==> src/glue_defines.svh <==
// ~~~~~~~~~~~~~~~~~~~~
// XT I/O glue constants
// Port bases, EMS page frames and bus widths
// ~~~~~~~~~~~~~~~~~~~~

`ifndef GLUE_DEFINES_SVH
`define GLUE_DEFINES_SVH

// Bus widths
`define GLUE_DATA_W             8
`define GLUE_MEM_ADDR_W         20
`define GLUE_IO_ADDR_W          16

// EMS page mapper
`define GLUE_EMS_SLOTS          4
`define GLUE_EMS_PORT_BASE      16'h0260
`define GLUE_EMS_FRAME_A        4'hA
`define GLUE_EMS_FRAME_C        4'hC
`define GLUE_EMS_FRAME_D        4'hD
`define GLUE_EMS_DISABLE_CODE   8'hFF
`define GLUE_EMS_MAP_LIMIT      8'h80

// Parallel port
`define GLUE_LPT_DATA_PORT      16'h0378
`define GLUE_LPT_STATUS_PORT    16'h0379
`define GLUE_LPT_FULL_BIT       6

`endif

==> src/glue_pkg.sv <==
// ~~~~~~~~~~~~~~~~~~~~
// XT I/O glue types
// Bus words and EMS mapping entries
// ~~~~~~~~~~~~~~~~~~~~

`include "glue_defines.svh"

package glue_pkg;

    typedef logic [`GLUE_DATA_W-1:0]     data_t;
    typedef logic [`GLUE_MEM_ADDR_W-1:0] mem_addr_t;
    typedef logic [`GLUE_IO_ADDR_W-1:0]  io_addr_t;

    // 16 KB page number within expanded memory
    typedef logic [6:0] ems_page_t;

    typedef logic [$clog2(`GLUE_EMS_SLOTS)-1:0] ems_slot_t;

    // 0 selects A000h, 1 selects C000h, anything else D000h
    typedef logic [1:0] ems_frame_sel_t;

    typedef struct packed {
        logic      en;
        ems_page_t page;
    } ems_entry_t;

endpackage

==> src/io_reg_if.sv <==
// ~~~~~~~~~~~~~~~~~~~~
// Register access link
// Carries decoded I/O cycles to one register block
// ~~~~~~~~~~~~~~~~~~~~

`timescale 1ns/1ps

`include "glue_defines.svh"

interface io_reg_if;

    logic                    sel;
    logic                    wr;
    logic [1:0]              offset;
    logic [`GLUE_DATA_W-1:0] wdata;
    logic [`GLUE_DATA_W-1:0] rdata;

    modport host (
        output sel, wr, offset, wdata,
        input  rdata
    );

    modport device (
        input  sel, wr, offset, wdata,
        output rdata
    );

endinterface

==> src/bus_read_mux.sv <==
// ~~~~~~~~~~~~~~~~~~~~
// Read-back mux
// Registers the selected block's data onto the
// CPU data bus with a from-chipset flag
// ~~~~~~~~~~~~~~~~~~~~

`timescale 1ns/1ps

module bus_read_mux
    import glue_pkg::*;
(
    input  logic   clock,
    input  logic   reset,
    input  logic   rd_strobe_i,
    io_reg_if.host ems_bus,
    io_reg_if.host lpt_bus,
    output data_t  data_bus_o,
    output logic   from_chipset_o
);

    logic ems_read;
    logic lpt_read;

    assign ems_read = rd_strobe_i & ems_bus.sel;
    assign lpt_read = rd_strobe_i & lpt_bus.sel;

    // EMS first, then LPT
    always_ff @(posedge clock, posedge reset) begin
        if (reset) begin
            from_chipset_o <= 1'b0;
            data_bus_o     <= '0;
        end
        else if (ems_read) begin
            from_chipset_o <= 1'b1;
            data_bus_o     <= ems_bus.rdata;
        end
        else if (lpt_read) begin
            from_chipset_o <= 1'b1;
            data_bus_o     <= lpt_bus.rdata;
        end
        else begin
            from_chipset_o <= 1'b0;
            data_bus_o     <= '0;
        end
    end

endmodule

==> src/ems_page_mapper.sv <==
// ~~~~~~~~~~~~~~~~~~~~
// EMS page mapper
// Four page registers at 260h..263h and the
// memory window decode against the page frame
// ~~~~~~~~~~~~~~~~~~~~

`timescale 1ns/1ps

`include "glue_defines.svh"

module ems_page_mapper
    import glue_pkg::*;
(
    input  logic                               clock,
    input  logic                               reset,
    io_reg_if.device                           bus,
    input  mem_addr_t                          mem_address_i,
    input  logic                               io_active_i,
    input  ems_frame_sel_t                     ems_frame_i,
    output logic      [`GLUE_EMS_SLOTS-1:0]    ems_hit_o,
    output ems_page_t [`GLUE_EMS_SLOTS-1:0]    ems_page_o
);

    // Frame nibble plus slot index
    localparam int WIN_BITS = 4 + $bits(ems_slot_t);

    ems_entry_t entry_q [`GLUE_EMS_SLOTS];

    logic       wr_take;
    ems_entry_t wr_entry;

    logic       pipe_valid;
    ems_slot_t  pipe_slot;
    ems_entry_t pipe_entry;

    logic [3:0] frame_nibble;

    // New entry from the written byte with codes 80h..FEh ignored
    always_comb begin
        wr_entry = '0;
        wr_take  = 1'b0;
        if (bus.wdata == `GLUE_EMS_DISABLE_CODE) begin
            wr_entry.en   = 1'b0;
            wr_entry.page = '1;
            wr_take       = bus.sel & bus.wr;
        end
        else if (bus.wdata < `GLUE_EMS_MAP_LIMIT) begin
            wr_entry.en   = 1'b1;
            wr_entry.page = bus.wdata[6:0];
            wr_take       = bus.sel & bus.wr;
        end
    end

    // Stage 1 of the write
    always_ff @(posedge clock, posedge reset) begin
        if (reset) begin
            pipe_valid <= 1'b0;
        end
        else begin
            pipe_valid <= wr_take;
        end
    end

    always_ff @(posedge clock) begin
        pipe_slot  <= ems_slot_t'(bus.offset);
        pipe_entry <= wr_entry;
    end

    // Stage 2 updates the page register
    always_ff @(posedge clock, posedge reset) begin
        if (reset) begin
            for (int i = 0; i < `GLUE_EMS_SLOTS; i++) begin
                entry_q[i] <= '0;
            end
        end
        else if (pipe_valid) begin
            entry_q[pipe_slot] <= pipe_entry;
        end
    end

    assign bus.rdata = entry_q[bus.offset].en ? data_t'(entry_q[bus.offset].page)
                                              : data_t'(`GLUE_EMS_DISABLE_CODE);

    always_comb begin
        case (ems_frame_i)
            2'd0:    frame_nibble = `GLUE_EMS_FRAME_A;
            2'd1:    frame_nibble = `GLUE_EMS_FRAME_C;
            default: frame_nibble = `GLUE_EMS_FRAME_D;
        endcase
    end

    // Each slot owns a 16 KB window inside the frame
    always_comb begin
        for (int i = 0; i < `GLUE_EMS_SLOTS; i++) begin
            ems_hit_o[i]  = ~io_active_i & entry_q[i].en
                          & (mem_address_i[`GLUE_MEM_ADDR_W-1 -: WIN_BITS]
                             == {frame_nibble, ems_slot_t'(i)});
            ems_page_o[i] = entry_q[i].page;
        end
    end

endmodule

==> src/io_port_decoder.sv <==
// ~~~~~~~~~~~~~~~~~~~~
// I/O port decoder
// Turns bus strobes and port addresses into
// per-block register accesses
// ~~~~~~~~~~~~~~~~~~~~

`timescale 1ns/1ps

`include "glue_defines.svh"

module io_port_decoder
    import glue_pkg::*;
(
    input  logic     io_read_n_i,
    input  logic     io_write_n_i,
    input  logic     address_enable_n_i,
    input  io_addr_t address_i,
    input  data_t    data_i,
    input  logic     ems_enabled_i,
    io_reg_if.host   ems_bus,
    io_reg_if.host   lpt_bus,
    output logic     rd_strobe_o
);

    localparam io_addr_t EMS_BASE    = `GLUE_EMS_PORT_BASE;
    localparam io_addr_t LPT_DATA    = `GLUE_LPT_DATA_PORT;
    localparam io_addr_t LPT_STATUS  = `GLUE_LPT_STATUS_PORT;
    // Origin for LPT offsets so data lands at 1 and status at 2
    localparam io_addr_t LPT_ORIGIN  = LPT_DATA - io_addr_t'(1);

    logic     io_cycle;
    logic     ems_hit;
    logic     lpt_hit;
    io_addr_t lpt_rel;

    // Any I/O strobe with AEN low
    assign io_cycle = (~io_read_n_i | ~io_write_n_i) & ~address_enable_n_i;

    // 260h..263h while EMS is switched on
    assign ems_hit = io_cycle & ems_enabled_i
                   & (address_i[`GLUE_IO_ADDR_W-1:2] == EMS_BASE[`GLUE_IO_ADDR_W-1:2]);

    // Full compare on both LPT ports
    assign lpt_hit = io_cycle & ((address_i == LPT_DATA) | (address_i == LPT_STATUS));

    assign lpt_rel = address_i - LPT_ORIGIN;

    assign ems_bus.sel    = ems_hit;
    assign ems_bus.wr     = ~io_write_n_i;
    assign ems_bus.offset = address_i[1:0];
    assign ems_bus.wdata  = data_i;

    assign lpt_bus.sel    = lpt_hit;
    assign lpt_bus.wr     = ~io_write_n_i;
    assign lpt_bus.offset = lpt_rel[1:0];
    assign lpt_bus.wdata  = data_i;

    assign rd_strobe_o = ~io_read_n_i;

endmodule

==> src/lpt_port.sv <==
// ~~~~~~~~~~~~~~~~~~~~
// Parallel port
// Data latch at 378h, status byte at 379h
// ~~~~~~~~~~~~~~~~~~~~

`timescale 1ns/1ps

`include "glue_defines.svh"

module lpt_port
    import glue_pkg::*;
(
    input  logic     clock,
    input  logic     reset,
    io_reg_if.device bus,
    input  logic     dss_full_i
);

    localparam logic [1:0] DATA_OFS   = 2'd1;
    localparam logic [1:0] STATUS_OFS = 2'd2;

    data_t data_q;
    data_t status;

    always_ff @(posedge clock, posedge reset) begin
        if (reset) begin
            data_q <= '1;
        end
        else if (bus.sel && bus.wr && (bus.offset == DATA_OFS)) begin
            data_q <= bus.wdata;
        end
    end

    // Sound FIFO full flag only
    assign status = data_t'(dss_full_i) << `GLUE_LPT_FULL_BIT;

    always_comb begin
        case (bus.offset)
            DATA_OFS:   bus.rdata = data_q;
            STATUS_OFS: bus.rdata = status;
            default:    bus.rdata = '0;
        endcase
    end

endmodule

==> src/xt_io_glue.sv <==
// ~~~~~~~~~~~~~~~~~~~~
// XT I/O glue top
// EMS mapper, LPT port and CPU read-back
// ~~~~~~~~~~~~~~~~~~~~

`timescale 1ns/1ps

`include "glue_defines.svh"

module xt_io_glue
    import glue_pkg::*;
(
    input  logic                                          clock,
    input  logic                                          reset,
    input  mem_addr_t                                     address_i,
    input  data_t                                         data_i,
    input  logic                                          io_read_n_i,
    input  logic                                          io_write_n_i,
    input  logic                                          address_enable_n_i,
    input  logic                                          ems_enabled_i,
    input  ems_frame_sel_t                                ems_frame_i,
    input  logic                                          dss_full_i,
    output data_t                                         data_bus_o,
    output logic                                          from_chipset_o,
    output logic [`GLUE_EMS_SLOTS-1:0]                    ems_hit_o,
    output logic [`GLUE_EMS_SLOTS*$bits(ems_page_t)-1:0]  ems_page_o
);

    io_reg_if ems_reg ();
    io_reg_if lpt_reg ();

    logic rd_strobe;

    // Windows stay quiet during any I/O cycle
    wire io_active = ~io_read_n_i | ~io_write_n_i;

    io_port_decoder u_decoder (
        .io_read_n_i        (io_read_n_i),
        .io_write_n_i       (io_write_n_i),
        .address_enable_n_i (address_enable_n_i),
        .address_i          (address_i[`GLUE_IO_ADDR_W-1:0]),
        .data_i             (data_i),
        .ems_enabled_i      (ems_enabled_i),
        .ems_bus            (ems_reg.host),
        .lpt_bus            (lpt_reg.host),
        .rd_strobe_o        (rd_strobe)
    );

    ems_page_mapper u_ems (
        .clock              (clock),
        .reset              (reset),
        .bus                (ems_reg.device),
        .mem_address_i      (address_i),
        .io_active_i        (io_active),
        .ems_frame_i        (ems_frame_i),
        .ems_hit_o          (ems_hit_o),
        .ems_page_o         (ems_page_o)
    );

    lpt_port u_lpt (
        .clock              (clock),
        .reset              (reset),
        .bus                (lpt_reg.device),
        .dss_full_i         (dss_full_i)
    );

    bus_read_mux u_read_mux (
        .clock              (clock),
        .reset              (reset),
        .rd_strobe_i        (rd_strobe),
        .ems_bus            (ems_reg.host),
        .lpt_bus            (lpt_reg.host),
        .data_bus_o         (data_bus_o),
        .from_chipset_o     (from_chipset_o)
    );

endmodule

==> config.mk <==
export PLATFORM = sky130hd
export DESIGN_NAME = xt_io_glue
export DESIGN_NICKNAME = d
export VERILOG_FILES = /design/src/glue_pkg.sv /design/src/io_reg_if.sv /design/src/bus_read_mux.sv /design/src/ems_page_mapper.sv /design/src/io_port_decoder.sv /design/src/lpt_port.sv /design/src/xt_io_glue.sv
export VERILOG_INCLUDE_DIRS = /design/src /design/src/src
export SDC_FILE = /design/constraint.sdc
export NUM_CORES = 1
export LEC_CHECK = 0
export CORE_MARGIN = 2
export CORE_UTILIZATION = 40
export DETAILED_ROUTE_END_ITERATION = 16
export DONT_BUFFER_PORTS = 1
export GPL_TIMING_DRIVEN = 1
export PLACE_DENSITY_LB_ADDON = 0.25
export SYNTH_ARGS = -nofsm -noshare
export SYNTH_HDL_FRONTEND = slang
export SYNTH_SLANG_ARGS = --single-unit
==> constraint.sdc <==
create_clock -name clock -period 1.8 [get_ports clock]
set_clock_uncertainty 0.2 [all_clocks]
set_input_delay 0.36 -clock clock [delete_from_list [all_inputs] [get_ports clock]]
set_output_delay 0.36 -clock clock [all_outputs]
set_load 0.01 [all_outputs]
==> results of run 1 <==
kinds of logic (layout without fill, tap and decap cells):
| group | count (synthesis) | in the layout | synth area share |
|---|---|---|---|
| flip-flops | 60 | 60 | 0.529 |
| multiplexers | 49 | 49 | 0.232 |
| AND/OR/NAND/NOR | 46 | 46 | 0.122 |
| buffers and inverters | 33 | 48 | 0.0860 |
| AO/OA/AOI/OAI | 12 | 12 | 0.0312 |
worst min-delay path by stage:
stage               cells past startpoint  slack (ns)                             endpoint          from
detailed placement                      1        0.07      u_ems.ems_page_o[9]$_DFFE_PP0P_         reset
floorplan                               0        0.19           u_ems.pipe_slot[0]$_DFF_P_  address_i[0]
global placement                        1        0.06     u_ems.ems_page_o[23]$_DFFE_PP0P_         reset
CTS                                     4        0.12   u_read_mux.data_bus_o[6]$_DFF_PP0_    dss_full_i
finish                                  4        0.14  u_read_mux.from_chipset_o$_DFF_PP0_  address_i[3]
global route                            4        0.14  u_read_mux.from_chipset_o$_DFF_PP0_  address_i[3]
routing by layer:
metal | part of all wire | up-vias | wire, um
li1 | - | 727 | -
met5 | 0 | - | 0
met1 | 0.41 | 829 | 2640
met4 | 0.031 | 0 | 196
met3 | 0.057 | 16 | 367
met2 | 0.50 | 49 | 3200
state kept, by name, indices dropped and copies added (netlist names):
signal / count
u_lpt.data_q: 8
u_read_mux.from_chipset_o: 1
u_read_mux.data_bus_o: 8
u_ems.pipe_valid: 1
u_ems.entry_q: 4
u_ems.ems_page_o: 28
u_ems.pipe_entry: 8
u_ems.pipe_slot: 2
synth_stat cells:
cell / count / area share
nand4_1: 2 / 0.0045
nor4b_1: 2 / 0.0063
and3_1: 1 / 0.0023
dfxtp_1: 10 / 0.072
mux2i_1: 1 / 0.0036
nand3_1: 4 / 0.0072
nor3b_1: 1 / 0.0027
nor4bb_1: 1 / 0.0036
nand2b_1: 2 / 0.0045
buf_4: 28 / 0.076
dfstp_2: 8 / 0.076
nor3_4: 1 / 0.0059
o21ai_0: 2 / 0.0036
nor3b_2: 1 / 0.0045
and4_1: 1 / 0.0032
nor3_2: 1 / 0.0036
and3b_1: 1 / 0.0032
buf_6: 1 / 0.0041
nor4_2: 1 / 0.0045
o2bb2ai_1: 7 / 0.022
mux4_2: 8 / 0.065
nor2_1: 4 / 0.0054
nor4b_2: 1 / 0.0054
nor3_1: 1 / 0.0018
mux2_2: 40 / 0.16
nand2_1: 1 / 0.0014
dfrtp_1: 42 / 0.38
buf_2: 1 / 0.0018
inv_1: 3 / 0.0041
nand3b_1: 2 / 0.0054
and2_1: 7 / 0.016
nor2b_1: 6 / 0.014
and4b_1: 2 / 0.0072
a21oi_1: 3 / 0.0054
nand4b_1: 3 / 0.0095
report_power, final:
group	total, mW	internal, mW	switching [mW]
clock network	1.04	0.563	0.480
logic	0.0931	0.0503	0.0428
registers	1.37	1.36	0.0112
total	2.51	1.97	0.534
through the flow:
step           cells  total power [mW]  worst slack, ns  area (um2)  utilization
3_5_place_dp     267              1.46          -0.0853        2790        0.413
5_1_grt          295              2.62          0.00776        3090        0.458
3_3_place_gp     267              1.46          -0.0494        2790        0.413
6_report         295              2.51            0.112        3090        0.458
2_1_floorplan    200              1.45          0.00475        2760            -
4_1_cts          295              2.54           0.0994        3090        0.457
cell usage in the layout, fill, tap and decap left out, drive strengths merged, types with 2 or more instances in the layout:
cell type    instances
buf                 17
clkinv               2
nand4b               3
o21ai                2
dfrtp               42
nand2b               2
nor3                 3
dlygate4sd3         13
dfxtp               10
nor4b                3
nor3b                2
nor2                 4
mux2                40
o2bb2ai              7
nand4                2
inv                  3
nand3b               2
clkbuf              13
dfstp                8
and4b                2
a21oi                3
and2                 7
mux4                 8
nand3                4
nor2b                6
worst reg2reg max path, delay by kind of cell, from the launching register on:
family	cells	cell delay, ns
AOI/OAI and AO/OA	1	0.16
DFF	1	0.39
muxes	1	0.58
and+or+nand+nor	1	0.18
area by class of cell:
class / count / area (um2)
Inverter: 3 / 11.3
Timing Repair Buffer: 30 / 283
Multi-Input combinational cell: 107 / 1070
Tap cell: 80 / 100
Clock buffer: 13 / 159
Fill cell: 602 / 3660
Clock inverter: 2 / 10.0
Sequential cell: 60 / 1460
repair_timing:
action | CTS | global route
gates resized for setup | 0 | 1
endpoints found under the setup margin | 0 | 1
hold buffers | 13 | 0
hold endpoints to repair | 37 | 0
==> impl_metrics.env, run 1 <==
export IMPL_grt_pass1_wl_mm=10.0
export IMPL_peakVddDrop_v=0.000398
export IMPL_worstPathArrival_ns=1.13
export IMPL_wl_mm=6.40
export IMPL_post_drt_wl_per_cell_um=21.7
export IMPL_vias_per_cell=5.49
export IMPL_grt_use_met1=0.224
export IMPL_slew_headroom=0.716
export IMPL_worst_slew_pin_slew_ns=0.426
export IMPL_status="complete, no violations"
export IMPL_clk_path_buf_depth=2
export IMPL_cp_top_family="simple AND/OR/NAND/NOR gates"
export IMPL_r2r_setup_slack_ns=0.20
export IMPL_start_util=0.409
export IMPL_gp_congestion=0.776
export IMPL_ys_seq_area_frac=0.529
export IMPL_vias=1621
export IMPL_first_pass_iters=4
export IMPL_syn_area_mm2=0.00276
export IMPL_fin_crit_ns=1.69
export IMPL_critPathKind="primary input to primary output"
export IMPL_clk_latency_ns=0.34
export IMPL_endpoint="ems_hit_o[2]"
export IMPL_die_w_um=87.1
export IMPL_cts_max_level=3
export IMPL_path_cells="nor3b_1, o21ai_0, a21oi_1, and4b_1"
export IMPL_layout_worst_path_cycle_share=0.938
export IMPL_met2_usage=0.294
export IMPL_worstPathMaxFanout=4
export IMPL_ant_nets=0
export IMPL_fin_nets=248
export IMPL_fmax_mhz=592
export IMPL_setup_worst_path_start="ems_frame_i[0]"
export IMPL_slowest_delay_ns=0.29
export IMPL_final_hold_viol_count=0
export IMPL_syn_inst=200
export IMPL_drc=0
export IMPL_cts_tree="done"
export IMPL_ys_ff_latch=60
export IMPL_hpwl_mm=4.55
export IMPL_rsz0062_at_grt="false"
export IMPL_clk_pin_slew_worst_paths_ns=0.06
export IMPL_syn_area_per_cell_um2=13.8
export IMPL_core_area_mm2=0.00676
export IMPL_ys_warn_count=0
export IMPL_post_cts_buffers=0
export IMPL_met3_usage=0.0664
export IMPL_power_leakage_nw=1.41
export IMPL_antenna_found_initial=0
export IMPL_setup_viol=0
export IMPL_layout_drive_gt1_share=0.433
export IMPL_cts_sinks=60
export IMPL_cp_num_buf_inv=0
export IMPL_die_h_um=87.1
export IMPL_top_usage_layer="met2"
export IMPL_num_rows=30
export IMPL_synth_nets=237
export IMPL_drt_iter0_drc=57
export IMPL_drv_slew=0
export IMPL_hold_path_class="primary input to flop"
export IMPL_clockRootBuffer="clkbuf_8"
export IMPL_cp_required_ns=1.24
export IMPL_grt_max_degree=33
export IMPL_worst_hold_slack_ns=0.145
export IMPL_maxCapViolations=0
export IMPL_area_growth_pct=12.0
export IMPL_r2r_end="u_read_mux.data_bus_o[5]$_DFF_PP0_"
export IMPL_io_pins=78
export IMPL_start_kind="primary input"
export IMPL_p_per_area_mw_per_mm2=810
export IMPL_synthDistinctLibCells=35
export IMPL_ff2ff_path_depth=3
export IMPL_setup_tns_ns=0
export IMPL_end_kind="primary output"
export IMPL_path_depth=4
export IMPL_cp_slowest_cell="and4b_1"
export IMPL_timing_rr_start="u_ems.entry_q[15]$_DFFE_PP0P_"
export IMPL_first_global_vias=1861
export IMPL_gr_total_overflow=0
export IMPL_antenna_cells=0
export IMPL_cts_made_buffers=9
export IMPL_port_buffers=0
export IMPL_grt_total_usage=0.185
export IMPL_dieArea_mm2=0.00759
No activity file was read; power rests on OpenSTA's default activity.
==> inputs of run 2 (changes only) <==
RECOVER_POWER = 100   (was not set)
==> run 2 against run 1 <==
Flip-flop and latch count unchanged. Design area decreased by 1.3%. First-iteration DRC count decreased by 12%. Register-to-register slack got worse by 0.06 ns. Clock-buffer cell count unchanged. Combinational power decreased by 0.6%. Utilization decreased by 0.57 points. Critical path type unchanged. Wire length increased by 0.16%.
==> impl_metrics.env, run 2 (synthesis results as in run 1) <==
export IMPL_num_rows=30
export IMPL_timing_rr_start="u_ems.pipe_valid$_DFF_PP0_"
export IMPL_maxCapViolations=0
export IMPL_p_sw_uw=534
export IMPL_port_buffers=0
export IMPL_drc=0
export IMPL_hpwl_mm=4.55
export IMPL_min_delay_start="dss_full_i"
export IMPL_fillers=613
export IMPL_drv_slew=0
export IMPL_cts_max_level=3
export IMPL_setup_viol=0
export IMPL_die_w_um=87.1
export IMPL_cp_required_ns=1.24
export IMPL_slew_headroom=0.484
export IMPL_combPwrFrac=0.037
export IMPL_p_per_area_mw_per_mm2=820
export IMPL_met2_usage=0.294
export IMPL_antenna_cells=0
export IMPL_seqPwrFrac=0.547
export IMPL_clk_path_buf_depth=2
export IMPL_cts_tree="done"
export IMPL_layout_drive_gt1_share=0.391
export IMPL_internal_power_mw=1.97
export IMPL_vias=1635
export IMPL_holdPathStages=4
export IMPL_fin_nets=248
export IMPL_antenna_found_initial=0
export IMPL_gp_congestion=0.776
export IMPL_slowest_delay_ns=0.29
export IMPL_hold_path_end="u_read_mux.data_bus_o[6]$_DFF_PP0_"
export IMPL_status="complete, no violations"
export IMPL_met3_usage=0.0664
export IMPL_largest_reg_flops=28
export IMPL_top_usage_layer="met2"
export IMPL_post_cts_buffers=0
export IMPL_core_area_mm2=0.00676
export IMPL_cp_num_buf_inv=0
export IMPL_grt_use_met1=0.224
export IMPL_cp_top_family="simple AND/OR/NAND/NOR gates"
export IMPL_final_hold_viol_count=0
export IMPL_ff2ff_path_depth=3
export IMPL_layout_commonest_cell="dfrtp_1"
export IMPL_drt_iter0_drc=50
export IMPL_path_cells="nor3b_1, o21ai_0, a21oi_1, and4b_1"
export IMPL_clockRootBuffer="clkbuf_8"
export IMPL_peakVddDrop_v=0.000398
export IMPL_first_pass_iters=4
export IMPL_start_kind="primary input"
export IMPL_grt_max_degree=33
export IMPL_grt_pass1_wl_mm=10.0
export IMPL_layout_common_cells="42 x dfrtp_1, 40 x mux2_2, 13 x dlygate4sd3_1"
export IMPL_placedInstanceArea_mm2=0.00279
export IMPL_cts_sinks=60
export IMPL_fmax_mhz=593
export IMPL_worstPathMaxFanout=4
export IMPL_first_global_vias=1861
export IMPL_power_leakage_nw=1.39
export IMPL_ant_nets=0
export IMPL_r2r_end="u_ems.ems_page_o[0]$_DFFE_PP0P_"
export IMPL_clk_latency_ns=0.34
export IMPL_start_util=0.409
export IMPL_final_area_mm2=0.00306
export IMPL_fin_cells=295
export IMPL_io_pins=78
export IMPL_post_drt_wl_per_cell_um=21.7
export IMPL_p_clk_frac=0.416
export IMPL_swShare=0.213
export IMPL_layout_worst_path_cycle_share=0.937
export IMPL_hold_path_class="primary input to flop"
export IMPL_cts_made_buffers=9
export IMPL_dieArea_mm2=0.00759
export IMPL_vias_per_cell=5.54
export IMPL_worstPathArrival_ns=1.13
export IMPL_clk_pin_slew_worst_paths_ns=0.06
export IMPL_worst_slew_pin_slew_ns=0.773
export IMPL_critPathKind="primary input to primary output"
export IMPL_gr_total_overflow=0
export IMPL_wl_mm=6.41
export IMPL_end_kind="primary output"
export IMPL_fin_crit_ns=1.69
export IMPL_cp_slowest_cell="and4b_1"
export IMPL_r2r_setup_slack_ns=0.14
export IMPL_numPlacedInstances=267
export IMPL_rsz0062_at_grt="false"
export IMPL_grt_total_usage=0.185
export IMPL_area_growth_pct=10.6
export IMPL_die_h_um=87.1
## run 2: changes by cell type in the layout (fill, tap and decap cells not counted), sizes merged
| cell | delta |
|---|---|
| buf | -8 |
| clkbuf | +8 |
## run 2: cell type report
cell class / count / area (um2) / share of cell area
Timing Repair Buffer: 30 / 255 / 0.0835
Tap cell: 80 / 100 / 0.0328
Clock buffer: 13 / 159 / 0.0520
Sequential cell: 60 / 1460 / 0.478
Multi-Input combinational cell: 107 / 1060 / 0.346
Clock inverter: 2 / 10.0 / 0.00328
Inverter: 3 / 11.3 / 0.00369
## run 2: layer usage
layer  part of all wire  vias up
met5                  0        -
met4              0.029        0
met3              0.062       15
met2               0.50       56
met1               0.41      835
li1                   -      729
## run 2: worst max-delay path by stage
stage	startpoint	end	slack, ns	cells after the start
finish	ems_frame_i[0]	ems_hit_o[2]	0.11	4
detailed placement	address_enable_n_i	u_lpt.data_q[2]$_DFFE_PP1P_	-0.09	5
CTS	address_i[3]	u_ems.pipe_valid$_DFF_PP0_	0.1	5
floorplan	address_i[11]	u_lpt.data_q[0]$_DFFE_PP1P_	0.005	4
global placement	address_enable_n_i	u_lpt.data_q[2]$_DFFE_PP1P_	-0.05	5
global route	ems_frame_i[0]	ems_hit_o[2]	0.008	4
## run 2: what timing repair did
item	CTS	global route
resized for setup	0	1
endpoints found under the hold margin	37	0
hold buffers	13	0
setup endpoints to repair	0	1
## run 2: per-stage QoR
step | util | setup slack (ns) | hold slack (ns) | power [mW] | TNS (ns)
floorplan | - | 0.00475 | 0.188 | 1.45 | 0
global placement | 0.413 | -0.0494 | 0.0563 | 1.46 | -0.409
detailed placement | 0.413 | -0.0853 | 0.0727 | 1.46 | -0.747
CTS | 0.457 | 0.0994 | 0.116 | 2.54 | 0
global route | 0.452 | 0.00776 | 0.137 | 2.61 | 0
finish | 0.452 | 0.114 | 0.146 | 2.51 | 0
## run 2: worst min-delay path: stages
cell,delay [ns]
mux2i_1,0.05
nor2_1,0.08
a21oi_1,0.04
nor2_1,0.10
## run 2: power by group through the flow
stage | registers [mW] | logic (mW) | clock network, mW
2_1_floorplan | 1.39 | 0.0561 | 0
3_3_place_gp | 1.39 | 0.0661 | 0
3_5_place_dp | 1.39 | 0.0684 | 0
4_1_cts | 1.37 | 0.0949 | 1.08
5_1_grt | 1.37 | 0.101 | 1.14
6_report | 1.37 | 0.0925 | 1.04
